### src/tlp_pkg.sv
// Shared sizes and types for the TLP transmit path
// Sizes are fixed here and the RTL has no module parameters
package tlp_pkg;

    // ==============================
    // Sizes
    // ==============================
    localparam int unsigned TAG_COUNT   = 8;
    localparam int unsigned TAG_W       = $clog2(TAG_COUNT);
    localparam int unsigned TX_CREDITS  = 4;
    // Longest write packet in lines
    localparam int unsigned MAX_LINES   = 4;
    localparam int unsigned ARB_CLIENTS = 3;

    // ==============================
    // Vector types
    // ==============================
    typedef logic [TAG_W-1:0]                   t_tag;
    typedef logic [7:0]                         t_req_id;
    typedef logic [31:0]                        t_addr;
    typedef logic [63:0]                        t_line;
    typedef logic [$clog2(MAX_LINES+1)-1:0]     t_line_count;
    typedef logic [$clog2(TX_CREDITS+1)-1:0]    t_credit_count;
    typedef logic [1:0]                         t_client_idx;

    // Arbiter client slots
    localparam t_client_idx CLIENT_MMIO = 2'd0;
    localparam t_client_idx CLIENT_RD   = 2'd1;
    localparam t_client_idx CLIENT_WR   = 2'd2;

    // ==============================
    // Enums and structs
    // ==============================
    typedef enum logic [1:0] {
        TLP_MRD,
        TLP_MWR,
        TLP_CPLD
    } t_tlp_kind;

    typedef enum logic [1:0] {
        ARB_NONE,
        ARB_LOCK_WR,
        ARB_LOCK_MMIO
    } t_arb_state;

    // Header fields only meaningful on the sop beat
    typedef struct packed {
        t_tlp_kind   kind;
        logic        sop;
        logic        eop;
        // Read tag, or host tag for a completion
        t_tag        tag;
        t_addr       addr;
        t_line_count line_count;
        t_line       data;
    } t_tlp_beat;

    typedef struct packed {
        t_req_id     id;
        t_addr       addr;
        t_line_count line_count;
    } t_rd_req;

    typedef struct packed {
        t_req_id     id;
        t_addr       addr;
        t_line_count line_count;
        logic        sop;
        logic        eop;
        t_line       data;
    } t_wr_line;

    // Always a single beat
    typedef struct packed {
        t_tag        tag;
        t_addr       addr;
        t_line       data;
    } t_mmio_rsp;

endpackage

### src/rd_req_gen.sv
// Builds single-beat read TLPs from AFU read requests
// A request is taken only while a tag is free
`timescale 1ns/10ps

module rd_req_gen import tlp_pkg::*;
(
    input  logic      clk,
    input  logic      reset_n,

    input  logic      rd_req_valid,
    input  t_rd_req   rd_req,
    output logic      rd_req_ready,

    // Tag pool handshake
    input  logic      tag_free,
    output logic      tag_alloc,
    input  t_tag      alloc_tag,

    // To the arbiter
    output logic      beat_valid,
    output t_tlp_beat beat,
    input  logic      grant
);

    // Keeps ready low in the first cycle after reset
    logic started;

    // Room when empty or draining this cycle
    assign rd_req_ready = started && tag_free && (!beat_valid || grant);
    // Tag is claimed in the same cycle as the request
    assign tag_alloc    = rd_req_valid && rd_req_ready;

    always_ff @(posedge clk)
    begin
        if (reset_n)
        begin
            started    <= 1'b0;
            beat_valid <= 1'b0;
        end
        else
        begin
            started <= 1'b1;
            if (tag_alloc)
                beat_valid <= 1'b1;
            else if (grant)
                beat_valid <= 1'b0;
        end
    end

    // Header beat of the read TLP
    always_ff @(posedge clk)
    begin
        if (tag_alloc)
        begin
            beat.kind       <= TLP_MRD;
            beat.sop        <= 1'b1;
            beat.eop        <= 1'b1;
            beat.tag        <= alloc_tag;
            beat.addr       <= rd_req.addr;
            beat.line_count <= rd_req.line_count;
            beat.data       <= '0;
        end
    end

endmodule

### src/rd_tag_pool.sv
// Read tag free list with the tag to request id table
// A completion for a tag that is not busy is not detected
`timescale 1ns/10ps

module rd_tag_pool import tlp_pkg::*;
(
    input  logic    clk,
    input  logic    reset_n,

    // Allocation side, from the read generator
    input  logic    tag_alloc,
    input  t_req_id alloc_id,
    output logic    tag_free,
    output t_tag    alloc_tag,

    // Host completions
    input  logic    cpl_valid,
    input  t_tag    cpl_tag,

    // Read responses to the AFU
    output logic    rd_rsp_valid,
    output t_req_id rd_rsp_id
);

    // One bit per outstanding tag
    logic [TAG_COUNT-1:0] busy;
    // Request id of each outstanding tag
    t_req_id              id_table [TAG_COUNT];

    // ==============================
    // Free tag pick
    // ==============================
    assign tag_free = ~&busy;

    // Lowest free tag wins
    always_comb
    begin
        alloc_tag = '0;
        for (int i = TAG_COUNT - 1; i >= 0; i--)
        begin
            if (!busy[i])
                alloc_tag = t_tag'(i);
        end
    end

    // ==============================
    // Busy vector and response
    // ==============================
    // Alloc and free never hit the same tag in one cycle
    always_ff @(posedge clk)
    begin
        if (reset_n)
        begin
            busy         <= '0;
            rd_rsp_valid <= 1'b0;
        end
        else
        begin
            if (cpl_valid)
                busy[cpl_tag] <= 1'b0;
            if (tag_alloc)
                busy[alloc_tag] <= 1'b1;
            rd_rsp_valid <= cpl_valid;
        end
    end

    // Id written at allocation, looked up by the completion
    always_ff @(posedge clk)
    begin
        if (tag_alloc)
            id_table[alloc_tag] <= alloc_id;
        if (cpl_valid)
            rd_rsp_id <= id_table[cpl_tag];
    end

endmodule

### src/tlp_tx_arbiter.sv
// Round-robin arbiter of MMIO completions, reads and writes onto one TLP stream
// Grants are combinational and need credit_ok; a write holds the grant until eop
`timescale 1ns/10ps

module tlp_tx_arbiter import tlp_pkg::*;
(
    input  logic      clk,
    input  logic      reset_n,

    input  logic      mmio_valid,
    input  t_mmio_rsp mmio,
    output logic      mmio_grant,

    input  logic      rd_valid,
    input  t_tlp_beat rd_beat,
    output logic      rd_grant,

    input  logic      wr_valid,
    input  t_tlp_beat wr_beat,
    output logic      wr_grant,

    // Low while every read tag is busy
    input  logic      tag_free,
    input  logic      credit_ok,

    output logic      out_valid,
    output t_tlp_beat out_beat
);

    t_arb_state             arb_state;
    // Client with highest priority in the next open round
    t_client_idx            rr_ptr;
    t_client_idx            rr_next;
    logic [ARB_CLIENTS-1:0] req;
    logic [ARB_CLIENTS-1:0] pick;
    logic [ARB_CLIENTS-1:0] grant;
    t_tlp_beat              mmio_beat;

    // ==============================
    // Requests
    // ==============================
    assign req[CLIENT_MMIO] = mmio_valid;
    assign req[CLIENT_RD]   = rd_valid;
    // Hold writes back while reads are starved of tags
    assign req[CLIENT_WR]   = wr_valid && tag_free;

    // Rotating priority search starting at rr_ptr
    always_comb
    begin
        int unsigned idx;
        pick    = '0;
        rr_next = rr_ptr;
        for (int unsigned i = 0; i < ARB_CLIENTS; i++)
        begin
            idx = (32'(rr_ptr) + i) % ARB_CLIENTS;
            if ((pick == '0) && req[idx])
            begin
                pick[idx] = 1'b1;
                rr_next   = t_client_idx'((idx + 1) % ARB_CLIENTS);
            end
        end
    end

    // A locked write bypasses the round-robin pick
    always_comb
    begin
        grant = '0;
        if (credit_ok)
        begin
            case (arb_state)
                ARB_LOCK_WR: grant[CLIENT_WR] = wr_valid;
                default:     grant            = pick;
            endcase
        end
    end

    assign mmio_grant = grant[CLIENT_MMIO];
    assign rd_grant   = grant[CLIENT_RD];
    assign wr_grant   = grant[CLIENT_WR];
    assign out_valid  = |grant;

    // ==============================
    // Output beat
    // ==============================
    // MMIO response becomes a one-line completion
    always_comb
    begin
        mmio_beat.kind       = TLP_CPLD;
        mmio_beat.sop        = 1'b1;
        mmio_beat.eop        = 1'b1;
        mmio_beat.tag        = mmio.tag;
        mmio_beat.addr       = mmio.addr;
        mmio_beat.line_count = t_line_count'(1);
        mmio_beat.data       = mmio.data;
    end

    always_comb
    begin
        if (grant[CLIENT_MMIO])
            out_beat = mmio_beat;
        else if (grant[CLIENT_RD])
            out_beat = rd_beat;
        else
            out_beat = wr_beat;
    end

    // Lock from a granted non-eop beat until the eop beat goes out
    // Only a write beat can lack eop
    always_ff @(posedge clk)
    begin
        if (reset_n)
        begin
            arb_state <= ARB_NONE;
            rr_ptr    <= CLIENT_MMIO;
        end
        else if (out_valid)
        begin
            if (arb_state == ARB_NONE)
                rr_ptr <= rr_next;
            if (!out_beat.eop)
                arb_state <= ARB_LOCK_WR;
            else
                arb_state <= ARB_NONE;
        end
    end

endmodule

### src/tlp_tx_top.sv
// Transmit side of the host channel, three sources onto one credited TLP link
// Read completions carry only a tag, read data is not returned
`timescale 1ns/10ps

module tlp_tx_top import tlp_pkg::*;
(
    input  logic      clk,
    input  logic      reset_n,

    // AFU read requests
    input  logic      rd_req_valid,
    input  t_rd_req   rd_req,
    output logic      rd_req_ready,

    // AFU write lines
    input  logic      wr_line_valid,
    input  t_wr_line  wr_line,
    output logic      wr_line_ready,

    // AFU MMIO completions
    input  logic      mmio_rsp_valid,
    input  t_mmio_rsp mmio_rsp,
    output logic      mmio_rsp_ready,

    // Host completion tags, no back-pressure
    input  logic      cpl_valid,
    input  t_tag      cpl_tag,

    // Outbound link
    input  logic      credit_return,
    output logic      tx_valid,
    output t_tlp_beat tx_beat,

    // Responses to the AFU
    output logic      rd_rsp_valid,
    output t_req_id   rd_rsp_id,
    output logic      wr_rsp_valid,
    output t_req_id   wr_rsp_id
);

    // Read path
    logic      rd_beat_valid;
    t_tlp_beat rd_beat;
    logic      rd_grant;
    logic      tag_free;
    logic      tag_alloc;
    t_tag      alloc_tag;

    // Write path
    logic      wr_beat_valid;
    t_tlp_beat wr_beat;
    logic      wr_grant;

    // Arbiter to link stage
    logic      arb_valid;
    t_tlp_beat arb_beat;
    logic      credit_ok;

    // ==============================
    // Sources
    // ==============================
    rd_req_gen i_rd_req_gen (
        .clk          (clk),
        .reset_n      (reset_n),
        .rd_req_valid (rd_req_valid),
        .rd_req       (rd_req),
        .rd_req_ready (rd_req_ready),
        .tag_free     (tag_free),
        .tag_alloc    (tag_alloc),
        .alloc_tag    (alloc_tag),
        .beat_valid   (rd_beat_valid),
        .beat         (rd_beat),
        .grant        (rd_grant)
    );

    // Request id is stored against the tag at allocation
    rd_tag_pool i_rd_tag_pool (
        .clk          (clk),
        .reset_n      (reset_n),
        .tag_alloc    (tag_alloc),
        .alloc_id     (rd_req.id),
        .tag_free     (tag_free),
        .alloc_tag    (alloc_tag),
        .cpl_valid    (cpl_valid),
        .cpl_tag      (cpl_tag),
        .rd_rsp_valid (rd_rsp_valid),
        .rd_rsp_id    (rd_rsp_id)
    );

    wr_req_gen i_wr_req_gen (
        .clk           (clk),
        .reset_n       (reset_n),
        .wr_line_valid (wr_line_valid),
        .wr_line       (wr_line),
        .wr_line_ready (wr_line_ready),
        .beat_valid    (wr_beat_valid),
        .beat          (wr_beat),
        .grant         (wr_grant),
        .wr_rsp_valid  (wr_rsp_valid),
        .wr_rsp_id     (wr_rsp_id)
    );

    // ==============================
    // Arbitration and link
    // ==============================
    // MMIO ready is the arbiter grant itself
    tlp_tx_arbiter i_tlp_tx_arbiter (
        .clk        (clk),
        .reset_n    (reset_n),
        .mmio_valid (mmio_rsp_valid),
        .mmio       (mmio_rsp),
        .mmio_grant (mmio_rsp_ready),
        .rd_valid   (rd_beat_valid),
        .rd_beat    (rd_beat),
        .rd_grant   (rd_grant),
        .wr_valid   (wr_beat_valid),
        .wr_beat    (wr_beat),
        .wr_grant   (wr_grant),
        .tag_free   (tag_free),
        .credit_ok  (credit_ok),
        .out_valid  (arb_valid),
        .out_beat   (arb_beat)
    );

    tx_link_out i_tx_link_out (
        .clk           (clk),
        .reset_n       (reset_n),
        .in_valid      (arb_valid),
        .in_beat       (arb_beat),
        .credit_return (credit_return),
        .credit_ok     (credit_ok),
        .tx_valid      (tx_valid),
        .tx_beat       (tx_beat)
    );

endmodule

### src/tx_link_out.sv
// Registered link output with credit-based flow control
// The link must never return more credits than beats it was sent
`timescale 1ns/10ps

module tx_link_out import tlp_pkg::*;
(
    input  logic      clk,
    input  logic      reset_n,

    // Granted beat from the arbiter
    input  logic      in_valid,
    input  t_tlp_beat in_beat,

    // One pulse per freed beat slot
    input  logic      credit_return,
    output logic      credit_ok,

    output logic      tx_valid,
    output t_tlp_beat tx_beat
);

    t_credit_count credit_count;
    // Blocks grants in the first cycle after reset
    logic          link_up;

    assign credit_ok = link_up && (credit_count != '0);

    always_ff @(posedge clk)
    begin
        if (reset_n)
        begin
            link_up      <= 1'b0;
            tx_valid     <= 1'b0;
            credit_count <= t_credit_count'(TX_CREDITS);
        end
        else
        begin
            link_up  <= 1'b1;
            tx_valid <= in_valid;
            // Send and return in one cycle cancel out
            case ({in_valid, credit_return})
                2'b10:   credit_count <= credit_count - 1'b1;
                2'b01:   credit_count <= credit_count + 1'b1;
                default: credit_count <= credit_count;
            endcase
        end
    end

    always_ff @(posedge clk)
    begin
        if (in_valid)
            tx_beat <= in_beat;
    end

endmodule

### src/wr_req_gen.sv
// Registers AFU write lines as write TLP beats and returns write responses
// Lines must arrive as complete sop to eop packets
`timescale 1ns/10ps

module wr_req_gen import tlp_pkg::*;
(
    input  logic      clk,
    input  logic      reset_n,

    input  logic      wr_line_valid,
    input  t_wr_line  wr_line,
    output logic      wr_line_ready,

    // To the arbiter
    output logic      beat_valid,
    output t_tlp_beat beat,
    input  logic      grant,

    // Write responses to the AFU
    output logic      wr_rsp_valid,
    output t_req_id   wr_rsp_id
);

    logic    started;
    logic    line_accept;
    // Id of the packet now in the output register
    t_req_id pkt_id;

    assign wr_line_ready = started && (!beat_valid || grant);
    assign line_accept   = wr_line_valid && wr_line_ready;

    // ==============================
    // Control
    // ==============================
    always_ff @(posedge clk)
    begin
        if (reset_n)
        begin
            started      <= 1'b0;
            beat_valid   <= 1'b0;
            wr_rsp_valid <= 1'b0;
        end
        else
        begin
            started <= 1'b1;
            if (line_accept)
                beat_valid <= 1'b1;
            else if (grant)
                beat_valid <= 1'b0;
            // Response follows the granted eop by one cycle
            wr_rsp_valid <= grant && beat.eop;
        end
    end

    // ==============================
    // Payload
    // ==============================
    always_ff @(posedge clk)
    begin
        if (line_accept)
        begin
            beat.kind       <= TLP_MWR;
            beat.sop        <= wr_line.sop;
            beat.eop        <= wr_line.eop;
            beat.tag        <= '0;
            beat.addr       <= wr_line.addr;
            beat.line_count <= wr_line.line_count;
            beat.data       <= wr_line.data;
        end
        // New sop may load while the old eop is granted
        if (line_accept && wr_line.sop)
            pkt_id <= wr_line.id;
        if (grant && beat.eop)
            wr_rsp_id <= pkt_id;
    end

endmodule

### config.mk
export PLATFORM = sky130hd
export DESIGN_NAME = tlp_tx_top
export DESIGN_NICKNAME = d
export VERILOG_FILES = /design/src/tlp_pkg.sv /design/src/rd_req_gen.sv /design/src/rd_tag_pool.sv /design/src/tlp_tx_arbiter.sv /design/src/tlp_tx_top.sv /design/src/tx_link_out.sv /design/src/wr_req_gen.sv
export SDC_FILE = /design/constraint.sdc
export NUM_CORES = 1
export LEC_CHECK = 0
export BUFFER_PORTS_ARGS = -buffer_cell sky130_fd_sc_hd__buf_2
export CAP_MARGIN = 25
export CELL_PAD_IN_SITES_DETAIL_PLACEMENT = 1
export CELL_PAD_IN_SITES_GLOBAL_PLACEMENT = 2
export CORE_MARGIN = 2
export CORE_UTILIZATION = 36
export DETAILED_ROUTE_END_ITERATION = 10
export PLACE_DENSITY = 0.82
export RECOVER_POWER = 50
export SYNTH_ARGS = -nofsm -noshare
export SYNTH_HDL_FRONTEND = slang
export SYNTH_SLANG_ARGS = --single-unit
### constraint.sdc
create_clock -name clk -period 10.1 [get_ports clk]
set_input_delay 2.525 -clock clk [delete_from_list [all_inputs] [get_ports clk]]
set_output_delay 2.525 -clock clk [all_outputs]
set_load 0.02 [all_outputs]
* Word level (Yosys, flattened, before mapping)
Memory sizes are Yosys's and may differ from the RTL's. A register that Yosys moved wholly into a read port is not among the register bits. Cells that the tools add are included. Widths: inputs -> output; s select.
Storage, ports and cells: memories 1, register bits 282, word-level logic and storage cells 138, input port bits 261, output and inout port bits 128, RAM bits 64
Memories:
- i_rd_tag_pool.id_table | depth 8, width 8, read ports 1, clocked after Yosys merged registers in 1, wr ports 1, line rd_tag_pool.sv:28 | t_req_id id_table [TAG_COUNT];
Cells by class: reduce and logical (&&, ||, !) cells 32, magnitude comparators 10, divide/modulo/power cells 6, bitwise gates (word level) 5, add/sub/neg operators 7, multiplexer cells 47, eq/ne operators 3
Operator list (count):
- $mod 32x2->32 const B | 5
- $mux 105 | 1
- $mux 103 | 1
- $add 32x1->32 const B | 3
- $ge 32x1->1 const B | 3
- $lt 32x3->1 const B | 3
- $mux 3 | 12
- $mod 2x2->32 const B | 1
- $mux 8 | 3
- $mux 1 | 17
- $logic_and 1x1->1 | 16
- $and 8x8->8 | 1
- $lt 3x4->1 const B | 2
- $mux 2 | 4
- $not 8->8 | 1
- $or 8x8->8 | 1
- $reduce_and 8->1 | 1
- $bmux 1 s2 | 3
- $demux 1 s2 | 3
- $demux 1 s3 | 2
- $ge 3x1->1 const B | 2
- $logic_not 3->1 | 2
- $or 3x3->3 | 2
- $pmux 3 s2 | 1
- other kinds (13) | 20

* Depth between registers and ports, before layout
Gate-level depths: netlist of the first run.
depth in word-level cells 19, gate-level depth with buffers 27, gate-level depth less buffers 25

* Hierarchy
From an unflattened synthesis of the first run, not the netlist that was laid out.
Unflattened totals: cells, all modules 1028, area total of the unflattened synthesis 15118.2 µm²
Modules (own cells, without submodules):
- wr_req_gen | instances 1, cells an instance 136, area each 3678.5 µm², sequential area each 3573.4 µm²
- tx_link_out | instances 1, cells an instance 126, area each 3390.8 µm², sequential area each 3283.1 µm²
- rd_tag_pool | instances 1, cells an instance 177, area each 3248.1 µm², sequential area each 2342.2 µm²
- tlp_tx_arbiter | instances 1, cells an instance 472, area each 3050.4 µm², sequential area each 60.1 µm²
- rd_req_gen | instances 1, cells an instance 117, area each 1750.4 µm², sequential area each 1181.1 µm²

* Least setup slack after synthesis of the first run
Ideal clock, no wire load.
path kind input -> register, from input port mmio_rsp_valid, to register i_wr_req_gen.pkt_id[0], enable pin, slack 910 ps, arrival time 8855 ps, required time 9765 ps, stages on the path 8, setup time 335 ps, path buffers 0, cells stage by stage nor2b_1 -> a22o_1 -> a22oi_1 -> nor4_1 -> o41a_1 -> nand2b_1 -> nor2b_1 -> and2_1
Between the ends: word-level cells in the longest chain between the ends 15, elaborated cells on any way between the ends 21, those cells by class 11 x mux; 2 x bitwise; 8 x reduce/logical
Ends and longest elaborated chain:
- start: declaration | line tlp_tx_top.sv:21 | input logic mmio_rsp_valid,
- $bmux 1 s2 | line tlp_tx_arbiter.sv:56 | if ((pick == '0) && req[idx])
- $mux 1 (implied by the code) | line tlp_tx_arbiter.sv:56
- $mux 3 | line tlp_tx_arbiter.sv:56
- $logic_not 3->1 | line tlp_tx_arbiter.sv:56
- $logic_and 1x1->1 | line tlp_tx_arbiter.sv:56
- $mux 3 | line tlp_tx_arbiter.sv:56
- $logic_not 3->1 | line tlp_tx_arbiter.sv:56
- $logic_and 1x1->1 | line tlp_tx_arbiter.sv:56
- $mux 3 (*) | line tlp_tx_arbiter.sv:56
- $mux 1 (*) | line tlp_tx_arbiter.sv:70 | case (arb_state)
- $mux 3 (*) | line tlp_tx_arbiter.sv:68 | if (credit_ok)
- $logic_or 1x1->1 (*) | line wr_req_gen.sv:29 | assign wr_line_ready = started && (!beat_valid || grant);
- $logic_and 1x1->1 (*) | line wr_req_gen.sv:29
- $logic_and 1x1->1 (*) | line wr_req_gen.sv:30 | assign line_accept = wr_line_valid && wr_line_ready;
- via i_wr_req_gen.line_accept | line wr_req_gen.sv:25 | logic line_accept;
- $logic_and 1x1->1 (*) | line wr_req_gen.sv:71 | if (line_accept && wr_line.sop)
- end signal: assignment | line wr_req_gen.sv:72 | pkt_id <= wr_line.id;
- end: declaration | line wr_req_gen.sv:27 | t_req_id pkt_id;
Mark *: on every way through the listed nets, which the timed path passes. The rest lies on a longest branch. The select of a mux whose other input is x is not followed. A chain may end at the register's enable or synchronous reset.

* Worst setup path in the final report of the first run
from input port mmio_rsp_valid, to output port rd_req_ready
Between the ends: word-level cells in the longest chain between the ends 13, elaborated cells on any way between the ends 19, those cells by class 11 x mux; 2 x bitwise; 6 x reduce/logical
Ends and longest elaborated chain:
- $bmux 1 s2 | line tlp_tx_arbiter.sv:56
- $mux 1 (implied by the code) | line tlp_tx_arbiter.sv:56
- $mux 3 | line tlp_tx_arbiter.sv:56
- $logic_not 3->1 | line tlp_tx_arbiter.sv:56
- $logic_and 1x1->1 | line tlp_tx_arbiter.sv:56
- $mux 3 | line tlp_tx_arbiter.sv:56
- $logic_not 3->1 | line tlp_tx_arbiter.sv:56
- $logic_and 1x1->1 | line tlp_tx_arbiter.sv:56
- $mux 3 (*) | line tlp_tx_arbiter.sv:56
- $mux 2 (*) | line tlp_tx_arbiter.sv:70
- $mux 3 (*) | line tlp_tx_arbiter.sv:68
- $logic_or 1x1->1 (*) | line rd_req_gen.sv:29 | assign rd_req_ready = started && tag_free && (!beat_valid || grant);
- $logic_and 1x1->1 (*) | line rd_req_gen.sv:29
- end: declaration | line tlp_tx_top.sv:13 | output logic rd_req_ready,
Mark *: on every way between the ends. The rest lies on a longest branch, timed or not. The select of a mux whose other input is x is not followed.

==> results.ini, run 1 <==
[global_route]
grt_antenna_before_repair = 12
grt.overflow.total = 0
grtUsageTotal_pct = 19.68
grt_pass1_vias = 9390
grt_max_degree = 77
grt_pass1_wl_um = 59330

[routing]
via_per_inst = 5.012
first_pass_iters = 4
vias = 8882
antenna_left = 0
drt_wl_total_um = 39780
post-route-drc-count = 0
drt_iter0_markers = 378
wl_per_cell_um = 22.45

[setup_path]
r2r_slack_ns = 3.75
crit_end = rd_req_ready
crit_path_top_delay_cell = nor3_1
rr_startpoint = i_tlp_tx_arbiter.rr_ptr[1]$_SDFFE_PP0P_
crit_path_start = mmio_rsp_valid
critPathCaptureType = output pin
arrival_ns = 4.70
crit_fanout = 6
reg2regPathDepth = 25
start_kind = input port
reg2reg_to = i_tlp_tx_arbiter.rr_ptr[1]$_SDFFE_PP0P_
crit_path_cell_trace = clkbuf_1 -> nor2b_1 -> a22o_1 -> a22oi_1 -> nor3_1 -> a221o_1 -> and3_1 -> buf_2
path_class = input port to output pin
cp.required_ns = 7.58
slowest_delay_ns = 0.59

[clock_network]
postCtsResizedCells = 0
clk_path_buf_depth = 3
cts-htree-levels = 2
clkTransAtPathRegs_ns = 0.06
root_buffer = clkbuf_16
cts_buffers = 40
cts_setup_buffers = 0
cts_tree = done
cts_sinks = 353
hold_buffers = 0
clk_latency_ns = 0.56

[timing]
tns_ns = 0
hold_viol_final = 0
slew_headroom_pct = -23.07
hold_ws_ns = 0.4192
rsz0062_at_grt = no
setup_violations = 0
worst_slew_pin_slew_ns = 1.846
finalCritPeriodShare_pct = 71.57
fin_skew_ns = 0.01622
fmax_mhz = 138.3
slew_viol_final = 35
layout_min_cycle_time_ns = 7.229

[finish]
final_cell_area_um2 = 17420
areaGrowthSynthToFinish_pct = 25.74
final_cell_mix = edfxtp_1 (333), buf_2 (243), clkbuf_1 (157), a22o_1 (69), nand2_1 (55)
layout_commonest_cell = edfxtp_1
layout.nets = 1502
drive_gt1_share_pct = 27.76

[hold_path]
hp-class = flop to flop

[logic_synthesis]
postSynth.asyncResetShare_pct = 0
ys_types = 64
synth_edf_count = 333
avgSynthCellArea_um2 = 16.83
ys_seq_area_share_pct = 75.08
ys_ff_latch = 353
synthFlopType = edfxtp_1
syn_area_um2 = 13850
synthCells = 823
syn_nets = 1101
yosysWarnings = 0

[power_and_ir_drop]
ir_worst_vdd_v = 0.0001829
power_density_nw_per_um2 = 293.6
total_power_w = 0.005114
power.leakage_nw = 6.275

[floorplan]
dieHeight_um = 200.2
core_um2 = 37760
initial_utilization_pct = 36.69
io_pins = 389
die-area_um2 = 40060
fp.dieW_um = 200.2
row_count = 71

[placed_design]
hpwl_um = 28310
gp_congestion = 0.8737
placedInstanceArea_um2 = 16350
portBuffers = 388

[flow_run]
drv_cap = 1

[run_status]
violations = max-capacitance violations, max-slew violations
status = finished, violations left

[power by group]
part	switching [W]	total (W)	internal, W
clock network	0.000572	0.00133	0.000758
registers	0.0000970	0.00214	0.00205
logic	0.00117	0.00164	0.000476
[logic make-up (layout without fill, tap and decap cells)]
logic type / Yosys count / after routing / share of synthesized area, %
flops: 353 / 353 / 75.08
compound gates: 182 / 182 / 10.09
simple gates: 139 / 139 / 4.751
mux: 67 / 67 / 6.395
buf+inv: 62 / 489 / 1.906
fa+ha+maj: 17 / 17 / 1.590
xor+xnor: 3 / 3 / 0.1897
other cells: 0 / 11 / 0
[per-layer routing]
| layer | vias up | part of all wire (%) | wire length (um) | GRT usage, % |
|---|---|---|---|---|
| li1 | 4064 | - | - | - |
| met1 | 4429 | 38 | 15260 | 22.99 |
| met2 | 327 | 50 | 20090 | 33.69 |
| met3 | 60 | 8.3 | 3283 | 6.118 |
| met4 | 2 | 2.9 | 1139 | 8.049 |
| met5 | - | 0.033 | 13 | 0 |
[worst min path at each step]
stage	from	endpoint	slack (ns)	cells past startpoint
finish	i_wr_req_gen.pkt_id[3]$_DFFE_PP_	i_wr_req_gen.wr_rsp_id[3]$_DFFE_PP_	0.42	0
global route	i_wr_req_gen.pkt_id[3]$_DFFE_PP_	i_wr_req_gen.wr_rsp_id[3]$_DFFE_PP_	0.43	0
CTS	i_wr_req_gen.pkt_id[4]$_DFFE_PP_	i_wr_req_gen.wr_rsp_id[4]$_DFFE_PP_	0.42	0
detailed placement	i_wr_req_gen.pkt_id[2]$_DFFE_PP_	i_wr_req_gen.wr_rsp_id[2]$_DFFE_PP_	0.41	0
global placement	i_wr_req_gen.pkt_id[3]$_DFFE_PP_	i_wr_req_gen.wr_rsp_id[3]$_DFFE_PP_	0.40	0
floorplan	i_wr_req_gen.pkt_id[0]$_DFFE_PP_	i_wr_req_gen.wr_rsp_id[0]$_DFFE_PP_	0.40	0
[synth_stat cells, types with 2 or more instances]
library cell / count / share of area, %
and2_1: 6 / 0.27
buf_4: 2 / 0.11
o21ai_0: 40 / 1.4
or3_1: 4 / 0.18
nor4_1: 3 / 0.14
a31o_2: 2 / 0.13
edfxtp_1: 333 / 72
mux4_2: 16 / 2.6
nand4_1: 2 / 0.090
o32ai_1: 2 / 0.13
nand3b_1: 3 / 0.16
nand2b_1: 9 / 0.41
a21oi_1: 11 / 0.40
nand2_1: 55 / 1.5
a22oi_1: 4 / 0.22
buf_1: 2 / 0.054
buf_2: 13 / 0.47
dfxtp_1: 20 / 2.9
o31ai_1: 4 / 0.22
mux2i_1: 39 / 2.8
nor2_1: 30 / 0.81
xor2_1: 3 / 0.19
o21a_1: 16 / 0.87
nand3_1: 6 / 0.22
nor2b_1: 6 / 0.27
a21o_1: 2 / 0.11
a22o_1: 69 / 4.4
a211o_1: 3 / 0.19
or2_2: 2 / 0.090
ha_1: 16 / 1.4
mux2_2: 12 / 0.98
o211a_1: 2 / 0.14
o211ai_1: 5 / 0.27
o31a_1: 2 / 0.13
clkbuf_1: 22 / 0.60
nor3_1: 8 / 0.29
inv_1: 22 / 0.60
[critical path: cells and delay by family]
| family | cells | cell delay [ns] |
|---|---|---|
| AND/OR/NAND/NOR | 3 | 1.13 |
| AO/OA/AOI/OAI | 3 | 0.69 |
| buffers and inverters | 2 | 0.36 |
[final cells by class]
cell class              instances  area [um2]
fillers                      3935       20340
flip-flops and latches        353       10400
multi-input cells             408        3229
repair buffers                399        1852
clock buffers                  51        1042
well taps                     511       639.4
clock inverters                17       142.6
inverters                      22       85.08
diodes                         11       27.53
[through the flow]
step / cells / worst slack (ns) / util [%]
floorplan: 823 / 0.9101 / -
global placement: 1687 / 2.610 / 43.31
detailed placement: 1687 / 2.495 / 43.31
CTS: 1755 / 2.952 / 46.45
global route: 1768 / 2.513 / 46.11
finish: 1772 / 2.871 / 46.13
[state kept, by name, indices dropped and copies added, names as in the netlist, 2 cells and up]
signal / flops
i_tlp_tx_arbiter.rr_ptr: 2
i_tx_link_out.credit_count: 3
i_wr_req_gen.pkt_id: 8
i_tx_link_out.tx_beat: 106
i_wr_req_gen.wr_rsp_id: 8
i_wr_req_gen.beat: 101
i_rd_tag_pool.id_table: 64
i_rd_tag_pool.busy: 8
i_rd_tag_pool.rd_rsp_id: 8
i_rd_req_gen.beat: 38
No activity file was read; power rests on OpenSTA's default activity.
==> inputs of run 2 (changes only) <==
CORE_UTILIZATION = 33   (was 36)
PLACE_DENSITY = 0.8   (was 0.82)
clock period = 6.3 ns   (was 10.1 ns; I/O delays follow)
==> run 2 against run 1 <==
  * The run now ends clean
  * Sequential cell count unchanged
  * First-iteration DRC count up 39%
  * Global-route usage down 1.1 points
  * Setup slack worse by 2.4 ns
  * Critical path type is now flop to flop
  * Largest cell class unchanged
==> results.ini, run 2 (same netlist as run 1, synthesis figures left out) <==
[run_status]
status = completed

[setup_path]
rr_startpoint = i_tlp_tx_arbiter.rr_ptr[1]$_SDFFE_PP0P_
critPathCaptureType = flop
start_kind = flop
reg2reg_to = i_tlp_tx_arbiter.rr_ptr[1]$_SDFFE_PP0P_
cp.required_ns = 6.75  ; -0.83 ns
path_class = flop to flop
crit_fanout = 11  ; +5
arrival_ns = 6.23  ; +1.53 ns
reg2regPathDepth = 25  ; unchanged
r2r_slack_ns = 0.52  ; -3.23 ns

[placed_design]
hpwl_um = 30180  ; +6.6%
portBuffers = 388  ; unchanged
placedInstanceArea_um2 = 16540  ; +1.2%
gp_congestion = 0.8872  ; +1.5%

[timing]
fin_skew_ns = 0.03179  ; +0.01557 ns
finalCritPeriodShare_pct = 91.82
slew_headroom_pct = 2.623  ; +26 points
rsz0062_at_grt = no
fmax_mhz = 172.9
slew_viol_final = 0  ; -100%
setup_violations = 0  ; unchanged
tns_ns = 0  ; unchanged
hold_ws_ns = 0.4210  ; +0.001803 ns
worst_slew_pin_slew_ns = 1.461  ; -0.3854 ns
layout_min_cycle_time_ns = 5.785
hold_viol_final = 0  ; unchanged

[floorplan]
row_count = 75  ; +5.6%
io_pins = 389  ; unchanged
core_um2 = 41670  ; +10%
fp.dieW_um = 208.9  ; +4.4%
dieHeight_um = 208.9  ; +4.4%
die-area_um2 = 43630  ; +8.9%
initial_utilization_pct = 33.25  ; -3.4 points

[power_and_ir_drop]
power.leakage_nw = 6.386  ; +1.8%
p_int_w = 0.005386  ; +64%
ir_worst_vdd_v = 0.0003007  ; +64%
power_frac_seq_pct = 40.9  ; -1.0 points
power.switching_w = 0.003028  ; +65%
total_power_w = 0.008414  ; +65%
power_frac_clock_pct = 25.7  ; -0.3 points
p_comb_share_pct = 33.4  ; +1.3 points
power_density_nw_per_um2 = 477.9  ; +63%
swShare_pct = 35.99  ; +0.12 points

[clock_network]
cts-htree-levels = 2  ; unchanged
clkTransAtPathRegs_ns = 0.06  ; about the same
clk_latency_ns = 0.56  ; about the same
cts_sinks = 353  ; unchanged
clk_path_buf_depth = 3  ; unchanged
cts_tree = done
cts_buffers = 39  ; -2.5%
root_buffer = clkbuf_16
cts_setup_buffers = 0  ; unchanged

[hold_path]
whs_endpoint = i_wr_req_gen.wr_rsp_id[5]$_DFFE_PP_
hp-class = flop to flop
hp-start = i_wr_req_gen.pkt_id[5]$_DFFE_PP_
hold_depth = 0  ; unchanged

[finish]
regMostFlops = i_tx_link_out.tx_beat
layout_commonest_cell = edfxtp_1
layout.nets = 1518  ; +1.1%
final_cell_mix = edfxtp_1 (333), buf_2 (247), clkbuf_1 (153), a22o_1 (69), nand2_1 (55)
area.sequential_um2 = 10400  ; unchanged
final_cell_area_um2 = 17610  ; +1.1%
areaGrowthSynthToFinish_pct = 27.10
multi_input_area_um2 = 3209  ; -0.62%
largest_register_ffs = 106  ; unchanged
drive_gt1_share_pct = 29.16  ; +1.4 points
reg.largest.list = i_tx_link_out.tx_beat x106, i_wr_req_gen.beat x101, i_rd_tag_pool.id_table x64
fillers = 4395  ; +12%

[flow_run]
drv_cap = 0  ; -1

[routing]
first_pass_iters = 5  ; +1
vias = 9036  ; +1.7%
antenna_left = 0  ; unchanged
post-route-drc-count = 0  ; unchanged
drt_iter0_markers = 524  ; +39%
wl_per_cell_um = 22.98  ; +2.3%
drt_wl_total_um = 41750  ; +4.9%
via_per_inst = 4.973  ; -0.79%

[global_route]
grt_max_degree = 84  ; +9.1%
grt_antenna_before_repair = 12  ; unchanged
grtUsageTotal_pct = 18.59  ; -1.1 points
grt_pass1_wl_um = 59940  ; +1.0%
grt_pass1_vias = 9405  ; +0.16%
grt.overflow.total = 0  ; unchanged

==> run 2: changes by cell type in the layout (fill, tap and decap cells not counted), sizes merged <==
cell,before,now
buf,253,270
diode,11,9
clkbuf,197,198
clkinvlp,2,3
==> run 2: worst max-delay path, stage by stage, from the launching register on <==
cell,delay (ns)
dfxtp_1,0.49
inv_1,0.17
ha_1,0.38
inv_1,0.30
nor3_1,0.12
a311o_1,0.35
or3_4,0.36
mux2_2,0.30
ha_1,0.24
nor2b_1,0.14
o21ai_0,0.11
o211a_1,0.22
o311ai_2,0.12
o22ai_1,0.21
nor2b_1,0.07
ha_1,0.22
inv_1,0.08
nor2_1,0.05
a221oi_1,0.35
nand2_1,0.11
ha_1,0.23
nor4_1,0.17
o211ai_1,0.15
mux2_2,0.30
a31o_2,0.24
o21a_1,0.15
==> run 2: repair_timing <==
item | in CTS | in global routing
endpoints found under the setup margin | 0 | 1
gates resized for setup | 0 | 1
hold buffers | 0 | 0
hold endpoints to repair | 0 | 0
==> run 2: area by class of cell <==
type	count	share of cell area, %
Sequential cell	353	59.07
Antenna cell	9	0.1279
Inverter	22	0.4762
Clock buffer	52	6.048
Multi-Input combinational cell	408	18.23
Tap cell	539	3.831
Clock inverter	18	0.7889
Timing Repair Buffer	416	11.43
==> run 2: how the worst max path moves through the flow <==
stage | start | endpoint | slack (ns) | cells after the start
floorplan | mmio_rsp_valid | i_wr_req_gen.pkt_id[0]$_DFFE_PP_ | 0.07 | 8
global placement | mmio_rsp_valid | i_tlp_tx_arbiter.rr_ptr[1]$_SDFFE_PP0P_ | 0.11 | 24
detailed placement | mmio_rsp_valid | i_tlp_tx_arbiter.rr_ptr[1]$_SDFFE_PP0P_ | 0.006 | 24
CTS | i_tlp_tx_arbiter.rr_ptr[1]$_SDFFE_PP0P_ | i_tlp_tx_arbiter.rr_ptr[1]$_SDFFE_PP0P_ | 0.46 | 25
global route | i_tlp_tx_arbiter.rr_ptr[1]$_SDFFE_PP0P_ | i_tlp_tx_arbiter.rr_ptr[1]$_SDFFE_PP0P_ | 0.03 | 25
finish | i_tlp_tx_arbiter.rr_ptr[1]$_SDFFE_PP0P_ | i_tlp_tx_arbiter.rr_ptr[1]$_SDFFE_PP0P_ | 0.52 | 25
==> run 2: power groups by stage <==
stage	clock, W	sequential, W	combinational (W)
after CTS	0.00222	0.00344	0.00290
after detailed placement	0	0.00348	0.00288
after global routing	0.00231	0.00347	0.00303
final	0.00217	0.00344	0.00281
after global placement	0	0.00347	0.00283
after floorplan	0	0.00391	0.00137
==> run 2: through the flow <==
| stage | cells | setup slack [ns] | utilization (%) |
|---|---|---|---|
| global route | 1815 | 0.03096 | 42.24 |
| finish | 1817 | 0.5151 | 42.26 |
| floorplan | 823 | 0.06646 | - |
| CTS | 1805 | 0.4631 | 42.60 |
| global placement | 1732 | 0.1141 | 39.65 |
| detailed placement | 1735 | 0.005747 | 39.71 |
==> run 2: per-layer routing <==
| layer | vias up | part of all wire, % | GRT usage (%) |
|---|---|---|---|
| li1 | 4095 | - | - |
| met5 | - | 0.12 | 0 |
| met4 | 8 | 2.6 | 6.478 |
| met1 | 4516 | 41 | 23.35 |
| met3 | 73 | 6.8 | 5.035 |
| met2 | 344 | 50 | 31.02 |
